===== src/design/valu_settings.svh =====
`ifndef VALU_SETTINGS_SVH
`define VALU_SETTINGS_SVH

// Beat geometry
`define VALU_DATA_W 64
`define VALU_BE_W 8

// Sideband fields carried with every beat
`define VALU_ADDR_W 32
`define VALU_VL_W 8

// Instruction fields
`define VALU_FUNC_W 6

// op_mnr class shared by reductions and vid
`define VALU_MNR_RED 2

// vid function code inside the reduction class
`define VALU_FUNC_VID 20

`endif

===== src/design/valu_pkg.sv =====
package valu_pkg;

    typedef enum logic [1:0] {
        sew8,
        sew16,
        sew32,
        sew64
    } sew_e;

    // One beat read as lanes of the current element width
    typedef union packed {
        logic [7:0][7:0]  b8;
        logic [3:0][15:0] h16;
        logic [1:0][31:0] w32;
        logic [63:0]      d64;
    } lane_word_u;

    typedef enum logic [3:0] {
        op_add,
        op_sub,
        op_minu,
        op_min,
        op_maxu,
        op_max,
        op_and,
        op_or,
        op_xor
    } alu_op_e;

    typedef struct packed {
        logic       valid;
        logic [2:0] op_mnr;
        logic [5:0] func_id;
        sew_e       sew;
        lane_word_u data0;
        lane_word_u data1;
        logic [31:0] addr;
        logic [7:0] be;
        logic [7:0] vl;
        logic       start;
        logic       last;
    } valu_req_t;

    typedef struct packed {
        logic        valid;
        lane_word_u  data;
        logic [31:0] addr;
        logic [7:0]  be;
        logic [7:0]  vl;
    } valu_resp_t;

    // Operands are zero-extended lane values, result is masked to the lane
    function automatic logic [63:0] lane_fold(alu_op_e op, sew_e sew,
                                              logic [63:0] a, logic [63:0] b);
        logic [63:0] mask;
        logic [63:0] msb;
        logic        lt_u;
        logic        lt_s;
        mask = {64{1'b1}} >> (7'd64 - (7'd8 << sew));
        msb  = mask ^ (mask >> 1);
        lt_u = a < b;
        lt_s = (a ^ msb) < (b ^ msb); // Flipping the sign bit orders signed values
        case (op)
            op_add:  lane_fold = (a + b) & mask;
            op_sub:  lane_fold = (a - b) & mask;
            op_minu: lane_fold = lt_u ? a : b;
            op_min:  lane_fold = lt_s ? a : b;
            op_maxu: lane_fold = lt_u ? b : a;
            op_max:  lane_fold = lt_s ? b : a;
            op_and:  lane_fold = a & b;
            op_or:   lane_fold = a | b;
            default: lane_fold = a ^ b;
        endcase
    endfunction

endpackage


===== src/design/valu_decode.sv =====
`timescale 1ns/1ps
`include "valu_settings.svh"

module valu_decode import valu_pkg::*; (
    input  valu_req_t req,
    output logic      alu_go,
    output logic      red_go,
    output logic      vid_go,
    output alu_op_e   op
);

    logic elem_hit;
    logic red_hit;
    logic vid_hit;
    logic is_elem;
    logic is_red;

    assign is_elem = (req.op_mnr == 3'd0);
    assign is_red  = (req.op_mnr == 3'(`VALU_MNR_RED));

    always_comb begin
        op       = op_add;
        elem_hit = 1'b0;
        red_hit  = 1'b0;
        vid_hit  = 1'b0;
        case (req.func_id)
            `VALU_FUNC_W'(0): begin
                op       = op_add;
                elem_hit = is_elem;
                red_hit  = is_red;
            end
            `VALU_FUNC_W'(1): begin
                op      = op_and; // Reduction only
                red_hit = is_red;
            end
            `VALU_FUNC_W'(2): begin
                op       = is_red ? op_or : op_sub;
                elem_hit = is_elem;
                red_hit  = is_red;
            end
            `VALU_FUNC_W'(3): begin
                op      = op_xor;
                red_hit = is_red;
            end
            `VALU_FUNC_W'(4), `VALU_FUNC_W'(5), `VALU_FUNC_W'(6), `VALU_FUNC_W'(7): begin
                op       = alu_op_e'(4'(op_minu) + 4'(req.func_id[1:0])); // Same order as codes 4..7
                elem_hit = is_elem;
                red_hit  = is_red;
            end
            `VALU_FUNC_W'(9): begin
                op       = op_and;
                elem_hit = is_elem;
            end
            `VALU_FUNC_W'(10): begin
                op       = op_or;
                elem_hit = is_elem;
            end
            `VALU_FUNC_W'(11): begin
                op       = op_xor;
                elem_hit = is_elem;
            end
            `VALU_FUNC_W'(`VALU_FUNC_VID): vid_hit = is_red;
            default: ;
        endcase
    end

    assign alu_go = req.valid & elem_hit;
    assign red_go = req.valid & red_hit;
    assign vid_go = req.valid & vid_hit;

endmodule


===== config.mk =====
export PLATFORM = sky130hd
export DESIGN_NAME = valu_decode
export DESIGN_NICKNAME = d
export VERILOG_FILES = /design/src/design/valu_pkg.sv /design/src/design/valu_decode.sv
export VERILOG_INCLUDE_DIRS = /design/src /design/src/design
export SDC_FILE = /design/constraint.sdc
export NUM_CORES = 1
export LEC_CHECK = 0
export ABC_CLOCK_PERIOD_IN_PS = 2500
export BUFFER_PORTS_ARGS = -buffer_cell sky130_fd_sc_hd__buf_2
export CORE_AREA = 4 4 74 76
export DETAILED_ROUTE_END_ITERATION = 10
export DIE_AREA = 0 0 78 80
export GPL_TIMING_DRIVEN = 0
export PLACE_DENSITY = 0.48
export SLEW_MARGIN = 20
export SYNTH_ARGS = -nofsm -noshare
export SYNTH_HDL_FRONTEND = slang
export SYNTH_SLANG_ARGS = --single-unit

===== constraint.sdc =====
create_clock -name vclk -period 2.5
set_input_delay 0.5 -clock vclk [all_inputs]
set_output_delay 0.5 -clock vclk [all_outputs]
set_load 0.05 [all_outputs]

==> summary.txt <==
Outcome
  • Status: complete, no violations

Clocking
  • Post_cts resized: 0
  • Postcts setup bufs: 0
  • Hold-fix buffers, CTS: 0

Timing
  • Slew Limit Fails: 0
  • Final Hold Viols: 0
  • Fmax: 490 MHz
  • Sum Neg Setup Slack: 0 ns
  • Tcrit/Tclk final: 81.6%
  • RSZ-0062 raised after global routing: false
  • Worst Tran Pin Value: 0.259 ns
  • WHS: 1.38 ns
  • Final setup violation count: 0
  • Max_slew headroom: 82.5%
  • Fin crit period: 2.04 ns

Place
  • I/O Buffers: 16
  • Post-DP HPWL: 772 µm
  • Final GP Congestion: 0.692

Critical path
  • Worst Setup SP: req[183]
  • CP Cell Sequence: buf_2, nor4b_1, o21ai_1, a21oi_1, buf_2
  • Most frequent cell on the critical path: buf_2
  • Critical path depth in cells: 5
  • WP buf/inv: 2
  • Crit path launch type: input port
  • WS Path Type: in -> out
  • Worst setup EP type: output port
  • CP endpoint: op[2]
  • Worst path arrival time: 1.54 ns
  • Critical path's largest stage delay: 0.31 ns
  • Worst Path Required: 2.00 ns
  • Top delay family on crit path: buffers and inverters
  • Slowest-stage cell, CP: nor4b_1
  • Worst-path maximum fanout: 6

Route
  • ANT nets after route: 0
  • DR WL/cell: 7.63 µm
  • Residual DRC: 0
  • Detailed Route WL: 854 µm
  • First-pass DRT Iterations: 4
  • Via density: 2.46
  • Via count: 276
  • Detailed Route Iter0 Violations: 2

Finish
  • Proportion of layout cells with a drive suffix above 1: 53.3%
  • FF+latch count: 0
  • FF/Latch Area: 0 µm²
  • Synthesis-to-layout area growth: 75.3%
  • Filler cells: 557
  • CLK BUF: 0
  • Number of antenna diodes: 0
  • # nets final: 237

Synthesis
  • Cell taking the most area after synthesis: nor4_4
  • Syn Std Cell Area: 218 µm²
  • Synth top area share: 9.77%
  • Post-Synthesis Cells: 29
  • Most frequent cell after synthesis: nor2_1
  • Syn_nets: 219
  • Synthesized area per cell: 7.51 µm²
  • Seq/Total Area, Yosys: 0%
  • Synth top area cells: nor4_4, mux2_4, nor2_1
  • Most instantiated cells after synthesis: nor2_1, a21oi_1, nand2_1, o21bai_1
  • Synthesis Warnings: 0
  • Post-synth cell types: 23

Global routing
  • Pin count of the biggest net entering global routing: 9
  • First-pass GRT wire length: 1370 µm
  • Vias in the first global route: 285
  • Initial antenna violation count: 0
  • GRT overflow: 0
  • Global Route Usage Sum: 2.67%

Die
  • # IOs: 197
  • Core Area: 4720 µm²
  • Num rows: 25
  • DIE AREA: 6240 µm²
  • Initial core utilization: 4.61%
  • Die Span Y: 80 µm
  • Die Width: 78 µm

Worst hold path
  • Tightest Hold Check Type: in -> out

Power
  • Max VDD drop: 0.0000210 V
  • Pwr dens: 125 nW/µm²
  • Leakage power: 0.147 nW

Run
  • MaxCap Viol Count: 0
==> layout make-up <==
class,instances,area [µm²],share of cell area (%)
plain buffers,2,12.5,3.28
well taps,67,83.8,22.0
multi-input cells,27,205,53.8
repair buffers,16,80.1,21.0
==> how the worst min path moves through the flow <==
stage          cells past startpoint     end  startpoint
6_report                           3  alu_go    req[187]
5_1_grt                            3  vid_go    req[181]
4_1_cts                            3  vid_go    req[181]
3_5_place_dp                       3  alu_go    req[187]
3_3_place_gp                       3  alu_go    req[187]
2_1_floorplan                      1  alu_go    req[187]
==> metrics by stage <==
step           instance area [µm²]  total power [mW]  worst slack (ns)  cells  util, %
2_1_floorplan                  218            0.0298            0.0533     29        -
3_3_place_gp                   382            0.0479             0.434    112     8.08
3_5_place_dp                   382            0.0481             0.439    112     8.08
4_1_cts                        382            0.0482             0.433    112     8.08
5_1_grt                        382            0.0518             0.388    112     8.08
6_report                       382            0.0477             0.460    112     8.08
==> cells by family (layout without fill, tap and decap cells) <==
| logic type | Yosys count | after routing | share of synthesized area, % |
|---|---|---|---|
| mux | 2 | 2 | 11.5 |
| compound gates | 7 | 7 | 20.7 |
| buf+inv | 2 | 18 | 5.75 |
| simple gates | 18 | 18 | 62.1 |
==> power by group <==
group / leakage (nW) / total, mW / switching (mW) / internal [mW]
registers: 0 / 0 / 0 / 0
clock network: 0 / 0 / 0 / 0
logic: 0.147 / 0.0477 / 0.0284 / 0.0194
==> cell usage in the layout (no fill, tap or decap), drive strengths merged <==
cell	netlist	routed
a22oi	1	1
mux2	1	1
mux2i	1	1
nor4b	1	1
nand3b	1	1
nand3	1	1
or2	1	1
nor3b	1	1
nor2	4	4
buf	2	18
o21bai	2	2
nor4	2	2
o211ai	1	1
o21ai	1	1
a21oi	2	2
nor3	1	1
nand2	2	2
and2b	2	2
nor2b	2	2
==> worst min-delay path, stage by stage <==
cell	delay [ns]
buf_2	0.13
nor4_4	0.05
buf_2	0.20
==> layer usage <==
layer	part of all wire [%]	track usage, %	vias up
li1	-	-	140
met1	46	3.53	127
met2	42	4.20	9
met3	11	1.24	0
met4	0	0	0
met5	0	0	-
Note: power is estimated with default switching activity, not from simulation.
