## src/design/valu_settings.svh

```systemverilog
`ifndef VALU_SETTINGS_SVH
`define VALU_SETTINGS_SVH

// Beat geometry
`define VALU_DATA_W 64
`define VALU_BE_W 8

// Sideband fields carried with every beat
`define VALU_ADDR_W 32
`define VALU_VL_W 8

// Instruction fields
`define VALU_FUNC_W 6

// op_mnr class shared by reductions and vid
`define VALU_MNR_RED 2

// vid function code inside the reduction class
`define VALU_FUNC_VID 20

`endif
```

## src/design/valu_pkg.sv

```systemverilog
package valu_pkg;

    typedef enum logic [1:0] {
        sew8,
        sew16,
        sew32,
        sew64
    } sew_e;

    // One beat read as lanes of the current element width
    typedef union packed {
        logic [7:0][7:0]  b8;
        logic [3:0][15:0] h16;
        logic [1:0][31:0] w32;
        logic [63:0]      d64;
    } lane_word_u;

    typedef enum logic [3:0] {
        op_add,
        op_sub,
        op_minu,
        op_min,
        op_maxu,
        op_max,
        op_and,
        op_or,
        op_xor
    } alu_op_e;

    typedef struct packed {
        logic       valid;
        logic [2:0] op_mnr;
        logic [5:0] func_id;
        sew_e       sew;
        lane_word_u data0;
        lane_word_u data1;
        logic [31:0] addr;
        logic [7:0] be;
        logic [7:0] vl;
        logic       start;
        logic       last;
    } valu_req_t;

    typedef struct packed {
        logic        valid;
        lane_word_u  data;
        logic [31:0] addr;
        logic [7:0]  be;
        logic [7:0]  vl;
    } valu_resp_t;

    // Operands are zero-extended lane values, result is masked to the lane
    function automatic logic [63:0] lane_fold(alu_op_e op, sew_e sew,
                                              logic [63:0] a, logic [63:0] b);
        logic [63:0] mask;
        logic [63:0] msb;
        logic        lt_u;
        logic        lt_s;
        mask = {64{1'b1}} >> (7'd64 - (7'd8 << sew));
        msb  = mask ^ (mask >> 1);
        lt_u = a < b;
        lt_s = (a ^ msb) < (b ^ msb); // Flipping the sign bit orders signed values
        case (op)
            op_add:  lane_fold = (a + b) & mask;
            op_sub:  lane_fold = (a - b) & mask;
            op_minu: lane_fold = lt_u ? a : b;
            op_min:  lane_fold = lt_s ? a : b;
            op_maxu: lane_fold = lt_u ? b : a;
            op_max:  lane_fold = lt_s ? b : a;
            op_and:  lane_fold = a & b;
            op_or:   lane_fold = a | b;
            default: lane_fold = a ^ b;
        endcase
    endfunction

endpackage

```

## src/design/valu_vid_counter.sv

```systemverilog
`timescale 1ns/1ps
`include "valu_settings.svh"

module valu_vid_counter import valu_pkg::*; (
    input  logic      clk,
    input  logic      rst,
    input  logic      go,
    input  valu_req_t req,
    output valu_resp_t resp
);

    logic [`VALU_VL_W-1:0] cnt_q;
    logic [`VALU_VL_W-1:0] idx;
    lane_word_u            lanes;
    logic                  valid_q;
    valu_resp_t            pay_q;

    assign idx = req.start ? '0 : cnt_q;

    // Element index is beat index times elements per beat plus lane
    always_comb begin
        case (req.sew)
            sew8:  for (int k = 0; k < 8; k++) lanes.b8[k] = 8'(idx * 8 + k);
            sew16: for (int k = 0; k < 4; k++) lanes.h16[k] = 16'(idx * 4 + k);
            sew32: for (int k = 0; k < 2; k++) lanes.w32[k] = 32'(idx * 2 + k);
            default: lanes.d64 = `VALU_DATA_W'(idx);
        endcase
    end

    always_ff @(posedge clk) begin
        if (rst) begin
            cnt_q   <= '0;
            valid_q <= 1'b0;
        end else begin
            if (go) cnt_q <= req.last ? '0 : idx + 1'b1;
            valid_q <= go;
        end
    end

    always_ff @(posedge clk) begin
        pay_q <= '0;
        if (go) begin
            pay_q.data <= lanes;
            pay_q.addr <= req.addr;
            pay_q.be   <= req.be;
            pay_q.vl   <= req.vl;
        end
    end

    always_comb begin
        resp       = pay_q;
        resp.valid = valid_q;
    end

endmodule

```

## config.mk

```make
export PLATFORM = sky130hd
export DESIGN_NAME = valu_vid_counter
export DESIGN_NICKNAME = d
export VERILOG_FILES = /design/src/design/valu_pkg.sv /design/src/design/valu_vid_counter.sv
export VERILOG_INCLUDE_DIRS = /design/src /design/src/design
export SDC_FILE = /design/constraint.sdc
export NUM_CORES = 1
export LEC_CHECK = 0
export CAP_MARGIN = 10
export CORE_AREA = 5 5 116 118
export DETAILED_ROUTE_END_ITERATION = 10
export DIE_AREA = 0 0 121 123
export DONT_BUFFER_PORTS = 1
export PLACE_DENSITY = 0.36
export SYNTH_ARGS = -nofsm -noshare
export SYNTH_HDL_FRONTEND = slang
export SYNTH_SLANG_ARGS = --single-unit
export TNS_END_PERCENT = 5
```

## constraint.sdc

```tcl
create_clock -name clk -period 1.7 [get_ports clk]
set_input_delay 0.51 -clock clk [delete_from_list [all_inputs] [get_ports clk]]
set_output_delay 0.51 -clock clk [all_outputs]
set_load 0.005 [all_outputs]
```

==> impl_metrics.py <==
metrics = {
    "outcome": {
        "status": "completed",
    },
    "timing": {
        "hold_viol": 0,
        "setup_slack_ns": 0.420,
        "final.setup_skew_ns": 0.00516,
        "drv_slew": 0,
        "fin_crit_ns": 1.28,
        "tns_ns": 0,
        "max_freq_mhz": 781,
        "rsz0062_at_grt": "false",
        "setup_viol": 0,
        "timing.hold.ws_ns": 0.228,
        "period_share": 0.753,
    },
    "place": {
        "dp_cells": 444,
        "port_buffers": 0,
        "dp_slack_ns": 0.177,
        "place_congestion": 0.712,
        "dp_hpwl_um": 5600,
    },
    "floorplan": {
        "coreArea_um2": 12400,
        "start_util": 0.259,
        "die_area_um2": 14900,
        "die_x_um": 121,
        "die_y_um": 123,
        "boundaryPins": 306,
        "rows": 41,
    },
    "synthesis": {
        "ys_top_cells_by_area": "dfxtp_1, and2_1, buf_4, a21oi_1, nand2b_1",
        "synth.distinct_cells": 37,
        "synth_top_area_cell": "dfxtp_1",
        "synth_cells": 314,
        "synthArstFlopShare": 0,
        "ys_seq_elements": 92,
        "synth_area_um2": 3200,
        "synth_edf_count": 0,
        "yosysWarningCount": 0,
        "synth_flop_cell": "dfxtp_1",
        "synth-seq-area-share": 0.576,
        "avgSynthCellArea_um2": 10.2,
        "synth_top_area_frac": 0.576,
    },
    "grt": {
        "antenna_found_initial": 0,
        "grtUsageTotal": 0.107,
        "grt_first_pass_wirelength_um": 11600,
        "grt_pass1_vias": 2045,
        "grt_max_degree": 65,
        "gr-total-overflow": 0,
    },
    "cts": {
        "clock_path_buffers": 2,
        "numCtsBuffers": 9,
        "clock_latency_ns": 0.34,
        "post_cts_buffers": 0,
        "clk_pin_slew_ns": 0.06,
        "hold_buffers": 0,
        "cts_sinks": 92,
        "cts_resized": 0,
        "tritoncts": "built",
        "clockRootBuffer": "clkbuf_16",
        "h-tree-depth": 3,
    },
    "critical_path": {
        "critPathRequiredTime_ns": 1.19,
        "rr_startpoint": "cnt_q[1]$_SDFFE_PP0P_",
        "crit_fanout": 4,
        "start_kind": "register",
        "end_kind": "output pin",
        "crit_type": "reg2out",
        "rr_endpoint": "cnt_q[6]$_SDFFE_PP0P_",
        "crit_start": "resp[95]$_SDFF_PN0_",
        "r2r_cells": 3,
        "critical_path_depth": 0,
        "endpoint": "resp[111]",
        "r2r_slack_ns": 0.44,
        "crit_arrival_ns": 0.77,
    },
    "detailed_routing": {
        "vias": 1972,
        "route.top_layer_used": "met4",
        "drtIter0Drc": 91,
        "wire_per_inst_um": 17.2,
        "drt_first_pass_iters": 4,
        "wl_met3_um": 1320,
        "drc": 0,
        "totalWireLength_um": 7890,
        "wl_met1_um": 3490,
        "ant_nets": 0,
        "viasPerCell": 4.30,
        "met2_wirelength_um": 2910,
    },
    "power_and_ir_drop": {
        "power.density_nw_per_um2": 1310,
        "power_leakage_nw": 1.30,
        "ir_drop_mv": 0.408,
    },
    "final_layout": {
        "final_cells": 459,
        "layout-drive-gt1-share": 0.0801,
        "nets": 476,
        "area_growth_pct": 8.92,
        "fillers": 1287,
        "post-route-util": 0.282,
        "antenna_cells": 0,
    },
    "job": {
        "cap_viol_max_count": 0,
    },
    "worst_hold_path": {
        "hold_class": "in2reg",
    },
}
==> power breakdown <==
group          internal, mW  leakage, nW  switching [mW]
Combinational        0.0596        0.386          0.0508
Clock                  1.37        0.159           0.800
Sequential             2.24        0.757          0.0537
==> synth_stat cells, types with 2 or more instances <==
cell / n
nand4_1: 2
nand3_1: 3
nor2b_1: 5
buf_4: 31
nand3b_1: 4
a211oi_1: 3
inv_1: 6
buf_2: 6
dfxtp_1: 92
or4_1: 2
and4_1: 2
nor3_1: 2
mux2i_1: 5
nand2b_1: 12
clkbuf_1: 12
o21ai_0: 6
nor3b_1: 4
and4b_1: 2
nand2_1: 14
a21oi_1: 15
a311oi_1: 5
o21a_1: 3
nor2_1: 10
and2_1: 54
and3_1: 2
==> how the worst min path moves through the flow <==
stage | start | to | slack (ns) | cells after the start
2_1_floorplan | cnt_q[2]$_SDFFE_PP0P_ | resp[84]$_SDFF_PN0_ | 0.50 | 2
3_3_place_gp | cnt_q[5]$_SDFFE_PP0P_ | resp[53]$_SDFF_PN0_ | 0.55 | 2
5_1_grt | rst | cnt_q[3]$_SDFFE_PP0P_ | 0.21 | 1
6_report | rst | cnt_q[6]$_SDFFE_PP0P_ | 0.23 | 1
3_5_place_dp | cnt_q[5]$_SDFFE_PP0P_ | resp[53]$_SDFF_PN0_ | 0.56 | 2
4_1_cts | rst | cnt_q[5]$_SDFFE_PP0P_ | 0.21 | 1
==> final cells by class <==
class	instances	area, um^2	share of cell area
clock buffers	12	256	0.0736
clock inverters	3	68.8	0.0197
inverters	6	22.5	0.00646
multi-input cells	167	1030	0.295
flip-flops and latches	92	1840	0.529
well taps	172	215	0.0618
repair buffers	7	52.6	0.0151
==> metrics by stage <==
step	total power [mW]	area (um^2)
3_5_place_dp	2.45	3160
4_1_cts	4.67	3480
6_report	4.57	3480
2_1_floorplan	2.46	3200
5_1_grt	4.77	3480
3_3_place_gp	2.46	3160
==> flip-flops by register name (all words and copies together) (netlist names) <==
signal and cells:
resp 83, cnt_q 8, valid_q 1
==> cell usage in the layout (no fill, tap or decap), drive strengths merged, types with 2 or more instances in the layout <==
master / instances
and4: 2
clkbuf: 12
nor2: 10
nand2b: 12
a211oi: 3
bufinv: 2
a311oi: 5
a21oi: 15
nor2b: 5
nor3: 2
buf: 7
nand4: 2
and3: 2
o21a: 3
and2: 54
inv: 7
conb: 2
nor3b: 4
or4: 2
nand2: 14
mux2i: 5
o21ai: 6
nand3b: 4
dfxtp: 92
and4b: 2
nand3: 3
==> cells by family (layout without fill, tap and decap cells) <==
| logic type | after synthesis | in the layout | synth area share |
|---|---|---|---|
| compound gates | 38 | 38 | 0.0751 |
| buf+inv | 56 | 28 | 0.104 |
| flops | 92 | 92 | 0.576 |
| mux | 6 | 6 | 0.0192 |
| other cells | 1 | 2 | 0.00117 |
| simple gates | 121 | 121 | 0.224 |
==> layer usage <==
metal,vias to the layer above,global-route usage
met1,901,0.132
met2,125,0.132
met5,-,0
met3,12,0.0791
li1,934,-
met4,0,0.0602
(Power assumes the default switching activity.)
