==> src/design/valu_settings.svh <==
`ifndef VALU_SETTINGS_SVH
`define VALU_SETTINGS_SVH

// Beat geometry
`define VALU_DATA_W 64
`define VALU_BE_W 8

// Sideband fields carried with every beat
`define VALU_ADDR_W 32
`define VALU_VL_W 8

// Instruction fields
`define VALU_FUNC_W 6

// op_mnr class shared by reductions and vid
`define VALU_MNR_RED 2

// vid function code inside the reduction class
`define VALU_FUNC_VID 20

`endif
==> src/design/valu_pkg.sv <==
package valu_pkg;

    typedef enum logic [1:0] {
        sew8,
        sew16,
        sew32,
        sew64
    } sew_e;

    // One beat read as lanes of the current element width
    typedef union packed {
        logic [7:0][7:0]  b8;
        logic [3:0][15:0] h16;
        logic [1:0][31:0] w32;
        logic [63:0]      d64;
    } lane_word_u;

    typedef enum logic [3:0] {
        op_add,
        op_sub,
        op_minu,
        op_min,
        op_maxu,
        op_max,
        op_and,
        op_or,
        op_xor
    } alu_op_e;

    typedef struct packed {
        logic       valid;
        logic [2:0] op_mnr;
        logic [5:0] func_id;
        sew_e       sew;
        lane_word_u data0;
        lane_word_u data1;
        logic [31:0] addr;
        logic [7:0] be;
        logic [7:0] vl;
        logic       start;
        logic       last;
    } valu_req_t;

    typedef struct packed {
        logic        valid;
        lane_word_u  data;
        logic [31:0] addr;
        logic [7:0]  be;
        logic [7:0]  vl;
    } valu_resp_t;

    // Operands are zero-extended lane values, result is masked to the lane
    function automatic logic [63:0] lane_fold(alu_op_e op, sew_e sew,
                                              logic [63:0] a, logic [63:0] b);
        logic [63:0] mask;
        logic [63:0] msb;
        logic        lt_u;
        logic        lt_s;
        mask = {64{1'b1}} >> (7'd64 - (7'd8 << sew));
        msb  = mask ^ (mask >> 1);
        lt_u = a < b;
        lt_s = (a ^ msb) < (b ^ msb); // Flipping the sign bit orders signed values
        case (op)
            op_add:  lane_fold = (a + b) & mask;
            op_sub:  lane_fold = (a - b) & mask;
            op_minu: lane_fold = lt_u ? a : b;
            op_min:  lane_fold = lt_s ? a : b;
            op_maxu: lane_fold = lt_u ? b : a;
            op_max:  lane_fold = lt_s ? b : a;
            op_and:  lane_fold = a & b;
            op_or:   lane_fold = a | b;
            default: lane_fold = a ^ b;
        endcase
    endfunction

endpackage

==> src/design/valu_lane_alu.sv <==
`timescale 1ns/1ps
`include "valu_settings.svh"

module valu_lane_alu import valu_pkg::*; (
    input  logic      clk,
    input  logic      rst,
    input  logic      go,
    input  alu_op_e   op,
    input  valu_req_t req,
    output valu_resp_t resp
);

    lane_word_u res;
    logic       valid_q;
    valu_resp_t pay_q;

    // Each SEW view runs its own set of lanes through the shared fold
    always_comb begin
        case (req.sew)
            sew8: begin
                for (int k = 0; k < 8; k++) begin
                    res.b8[k] = 8'(lane_fold(op, req.sew,
                                             `VALU_DATA_W'(req.data0.b8[k]),
                                             `VALU_DATA_W'(req.data1.b8[k])));
                end
            end
            sew16: begin
                for (int k = 0; k < 4; k++) begin
                    res.h16[k] = 16'(lane_fold(op, req.sew,
                                               `VALU_DATA_W'(req.data0.h16[k]),
                                               `VALU_DATA_W'(req.data1.h16[k])));
                end
            end
            sew32: begin
                for (int k = 0; k < 2; k++) begin
                    res.w32[k] = 32'(lane_fold(op, req.sew,
                                               `VALU_DATA_W'(req.data0.w32[k]),
                                               `VALU_DATA_W'(req.data1.w32[k])));
                end
            end
            default: begin
                res.d64 = lane_fold(op, req.sew, req.data0.d64, req.data1.d64);
            end
        endcase
    end

    always_ff @(posedge clk) begin
        if (rst) begin
            valid_q <= 1'b0;
        end else begin
            valid_q <= go;
        end
    end

    // Idle cycles load zero so the top can OR the unit outputs
    always_ff @(posedge clk) begin
        pay_q <= '0;
        if (go) begin
            pay_q.data <= res;
            pay_q.addr <= req.addr;
            pay_q.be   <= req.be; // be does not mask element results
            pay_q.vl   <= req.vl;
        end
    end

    always_comb begin
        resp       = pay_q;
        resp.valid = valid_q;
    end

endmodule

==> config.mk <==
export PLATFORM = sky130hd
export DESIGN_NAME = valu_lane_alu
export DESIGN_NICKNAME = d
export VERILOG_FILES = /design/src/design/valu_pkg.sv /design/src/design/valu_lane_alu.sv
export VERILOG_INCLUDE_DIRS = /design/src /design/src/design
export SDC_FILE = /design/constraint.sdc
export NUM_CORES = 2
export LEC_CHECK = 0
export BUFFER_PORTS_ARGS = -buffer_cell sky130_fd_sc_hd__buf_2
export CORE_MARGIN = 5
export CORE_UTILIZATION = 30
export DETAILED_ROUTE_END_ITERATION = 10
export SETUP_SLACK_MARGIN = 0.1
export SLEW_MARGIN = 40
export SYNTH_ARGS = -nofsm -noshare
export SYNTH_HDL_FRONTEND = slang
export SYNTH_SLANG_ARGS = --single-unit
==> constraint.sdc <==
create_clock -name clk -period 4.29 [get_ports clk]
set_input_delay 0.6435 -clock clk [delete_from_list [all_inputs] [get_ports clk]]
set_output_delay 0.6435 -clock clk [all_outputs]
set_load 0.02 [all_outputs]
==> run_results.csv <==
group,metric,value,unit
status,status,"complete, but fails checks",
status,violations,"design-rule violations",
sta,relSlewSlack,41.0,%
cells_and_area,nets,5146,
sta,fmax,0.240,GHz
detailed_routing,dr.pass1.iters,11,
cells_and_area,nFillCells,8775,
sta,final_hold_viol_count,0,
grt,grt_max_degree,87,
synthesis,ys_seq_elements,113,
setup_path,cp.arrival,4.57,ns
floorplanning,die_y,299,um
detailed_routing,drt_wl_total,163,mm
setup_path,worst-path-max-fanout,5,
sta,drv_slew,0,
synthesis,synthFlopType,"dfxtp_1",
sta,timing.final.ws_setup,0.115,ns
cells_and_area,regArea,2260,sq um
synthesis,syn_avg_cell_area,6.80,sq um
synthesis,syn-num-nets,4124,
setup_path,cp-start-kind,"primary input",
setup_path,critPathMaxStageDelay,0.55,ns
sta,worst_pin_slew,0.871,ns
clocking,cts_tree,"yes",
detailed_routing,wl_per_cell,28.1,um
synthesis,synth_edf_count,0,
detailed_routing,dr_total_vias,36100,
power_and_ir_drop,power_leakage,15.8,nW
synthesis,async_flop_share,0,%
power_and_ir_drop,irDropWorstVdd,0.000352,V
synthesis,synth_top_cells_by_area,"ha_1 11%, dfxtp_1 9.0%, a21oi_1 7.8%",
synthesis,synth_cells,3687,
floorplanning,io_pins,310,
hold_path,min_from,"rst",
cells_and_area,multi_input_area,21000,sq um
cells_and_area,syn_to_final_growth,40.2,%
clocking,cts_buffers,17,
clocking,cts.clk_slew.worst_paths,0.06,ns
clocking,cts_htree_levels,4,
grt,grtUsageTotal,34.4,%
grt,antenna_found_initial,3,
sta,setup_viol,0,
detailed_routing,postRouteAntennaNets,0,
detailed_routing,detail_route.iter0.violations,4776,
setup_path,critPathKind,"primary input to flip-flop",
grt,grt_pass1_wl,232,mm
place,dpl.cell_count,5766,
floorplanning,fp.dieArea,89400,sq um
sta,holdWs,0.301,ns
sta,setup_tns,0,ns
cells_and_area,drive_gt1_share,29.7,%
synthesis,yosys.area.top_type,"ha_1",
detailed_routing,drc,2,
grt,grt_pass1_vias,34800,
power_and_ir_drop,power_switching,3.71,mW
power_and_ir_drop,p_sw_share,48.8,%
sta,fin_crit_sh,97.3,%
cells_and_area,fin_cells,5804,
place,numPortBuffers,297,
sta,final.min_clock_period,4.17,ns
power_and_ir_drop,seqPwrFrac,15.3,%
hold_path,hold_path.class,"primary input to flip-flop",
place,place.gp.congestion,1.06,
grt,overflow,0,
floorplanning,initial_core_util,30.1,%
detailed_routing,via_per_inst,6.22,
place,hpwlAfterDp,129,mm
place,place_ws,-0.545,ns
synthesis,synth_top_area_share,11.2,%
setup_path,required,4.69,ns
clocking,cts.sinks,113,
power_and_ir_drop,p_int,3.90,mW
cells_and_area,fin_util,42.2,%
synthesis,yosysWarnings,0,
synthesis,synth_cell_types,107,
clocking,cts_root_buf,"clkbuf_16",
power_and_ir_drop,p_per_area,217,nW/um^2
job,drv_cap,0,
hold_path,whs_endpoint,"valid_q$_SDFF_PP0_",
power_and_ir_drop,clkPwrFrac,20.2,%
hold_path,worstHoldPathCells,2,
synthesis,netlist_area,25100,sq um
clocking,cts_max_path_buffers,2,
floorplanning,die_w,299,um
power_and_ir_drop,comb_power_share,64.5,%
synthesis,seq_area_frac_synth,9.03,%
setup_path,crit_chain,"buf_2 > inv_1 > ha_1 > nand2b_1 > a221oi_1 > buf_4 > nor2_1 > nand3_1 > o21ai_0 > mux2i_1 > nor2_1 > a211oi_1 > buf_4 > o22a_1 > o221ai_1 > o2111a_1",
floorplanning,floorplan.rows,106,
floorplanning,coreArea,83300,sq um
setup_path,slowest_stage,"nor2_1",
sta,rsz0062_at_grt,"no",
setup_path,critPathCaptureType,"flip-flop",
worst max-delay path by stage:
| stage | start | endpoint | slack (ns) | cells past startpoint |
|---|---|---|---|---|
| after detailed placement | req[58] | resp[106]$_SDFF_PN0_ | -0.55 | 16 |
| after global routing | req[80] | resp[64]$_SDFF_PN0_ | 0.10 | 17 |
| final | req[95] | resp[80]$_SDFF_PN0_ | 0.12 | 16 |
| after floorplan | req[177] | resp[111]$_SDFF_PN0_ | 0.36 | 14 |
| after global placement | req[57] | resp[106]$_SDFF_PN0_ | -0.58 | 17 |
| after CTS | req[58] | resp[109]$_SDFF_PN0_ | 0.18 | 18 |
through the flow:
| step | total power, mW | cell area (sq um) |
|---|---|---|
| 2_1_floorplan | 3.52 | 25100 |
| 3_3_place_gp | 5.91 | 34500 |
| 3_5_place_dp | 5.92 | 34500 |
| 5_1_grt | 7.93 | 35100 |
| 4_1_cts | 7.53 | 35100 |
| 6_report | 7.61 | 35100 |
critical path: cells and delay by family:
| kind | cells | cell delay [ns] |
|---|---|---|
| adder cells (fa/ha/maj) | 1 | 0.39 |
| buffers and inverters | 4 | 0.53 |
| AND/OR/NAND/NOR | 4 | 1.19 |
| AO/OA/AOI/OAI | 6 | 1.54 |
| multiplexers | 1 | 0.28 |
sequential cells by signal, summed over array words and instances, names as in the netlist:
signal	cells
resp	112
valid_q	1
logic make-up after synthesis:
group | after synthesis | synth area share, %
muxes | 66 | 2.83
and+or+nand+nor | 1100 | 21.5
AOI/OAI and AO/OA | 1566 | 42.5
xor gates and xnor gates | 109 | 3.81
adders and majority gates | 240 | 12.5
buffers and inverters | 493 | 7.80
DFF | 113 | 9.03
layer usage:
metal,GRT usage (%),wire length [um],vias to the layer above
met2,55.0,71600,2591
met4,23.0,13400,0
met1,41.5,60800,16900
li1,-,-,15900
met5,0,0,-
met3,7.58,17500,656
repair_timing:
action / in CTS / in global routing
setup endpoints to repair: 3 / 7
pin swaps: 0 / 3
gates cloned: 0 / 0
hold buffers: 0 / 0
setup buffers: 4 / 0
resized for setup: 2 / 11
endpoints found under the hold margin: 0 / 0
power groups by stage:
stage          clock [mW]  sequential, mW  combinational, mW
4_1_cts              1.61            1.17               4.76
2_1_floorplan           0            1.29               2.23
6_report             1.54            1.16               4.91
3_3_place_gp            0            1.19               4.72
3_5_place_dp            0            1.19               4.73
5_1_grt              1.63            1.17               5.13
cell usage in the layout, fill, tap and decap left out, types with 39 or more instances in the layout:
master    count
nand3_1      60
nor4_1       52
o21ai_0     282
nor2b_1      43
nor3_1       75
a211oi_1     95
dfxtp_1     113
nand4_1      49
o211ai_1     57
nand2b_1     39
inv_1       216
a21o_1       59
nand2_1     298
o31ai_1      43
and2_1       71
ha_1        223
buf_2       294
nor2_1      308
a221o_1      39
a22oi_1      58
a31oi_1      61
a221oi_1    125
buf_4       953
xnor2_1     100
mux2i_1      54
a21oi_1     390
cell usage after synthesis (all sizes together), types with 20 or more instances:
| cell | number |
|---|---|
| nand3 | 61 |
| o221ai | 36 |
| dfxtp | 113 |
| o21ai | 299 |
| a21oi | 394 |
| ha | 224 |
| nor3 | 78 |
| a211oi | 97 |
| xnor2 | 100 |
| a22oi | 58 |
| a21boi | 25 |
| a31oi | 62 |
| nor4 | 63 |
| a211o | 27 |
| inv | 218 |
| o21a | 21 |
| a21o | 59 |
| o31ai | 45 |
| nor2b | 45 |
| clkbuf | 187 |
| nor2 | 311 |
| o211ai | 58 |
| o21bai | 37 |
| a221oi | 128 |
| buf | 82 |
| a2111oi | 22 |
| o22ai | 20 |
| and2 | 71 |
| nand2 | 303 |
| mux2i | 61 |
| nand2b | 40 |
| nand4 | 50 |
| a221o | 39 |
cell type report:
type | count | area share [%]
clock inverter | 15 | 0.456
tap | 1080 | 3.85
timing repair buffer | 1272 | 25.9
clock buffer | 17 | 1.21
antenna | 2 | 0.0142
multi-input combinational | 3081 | 59.7
sequential | 113 | 6.44
inverter | 224 | 2.39
(Power assumes the default switching activity.)
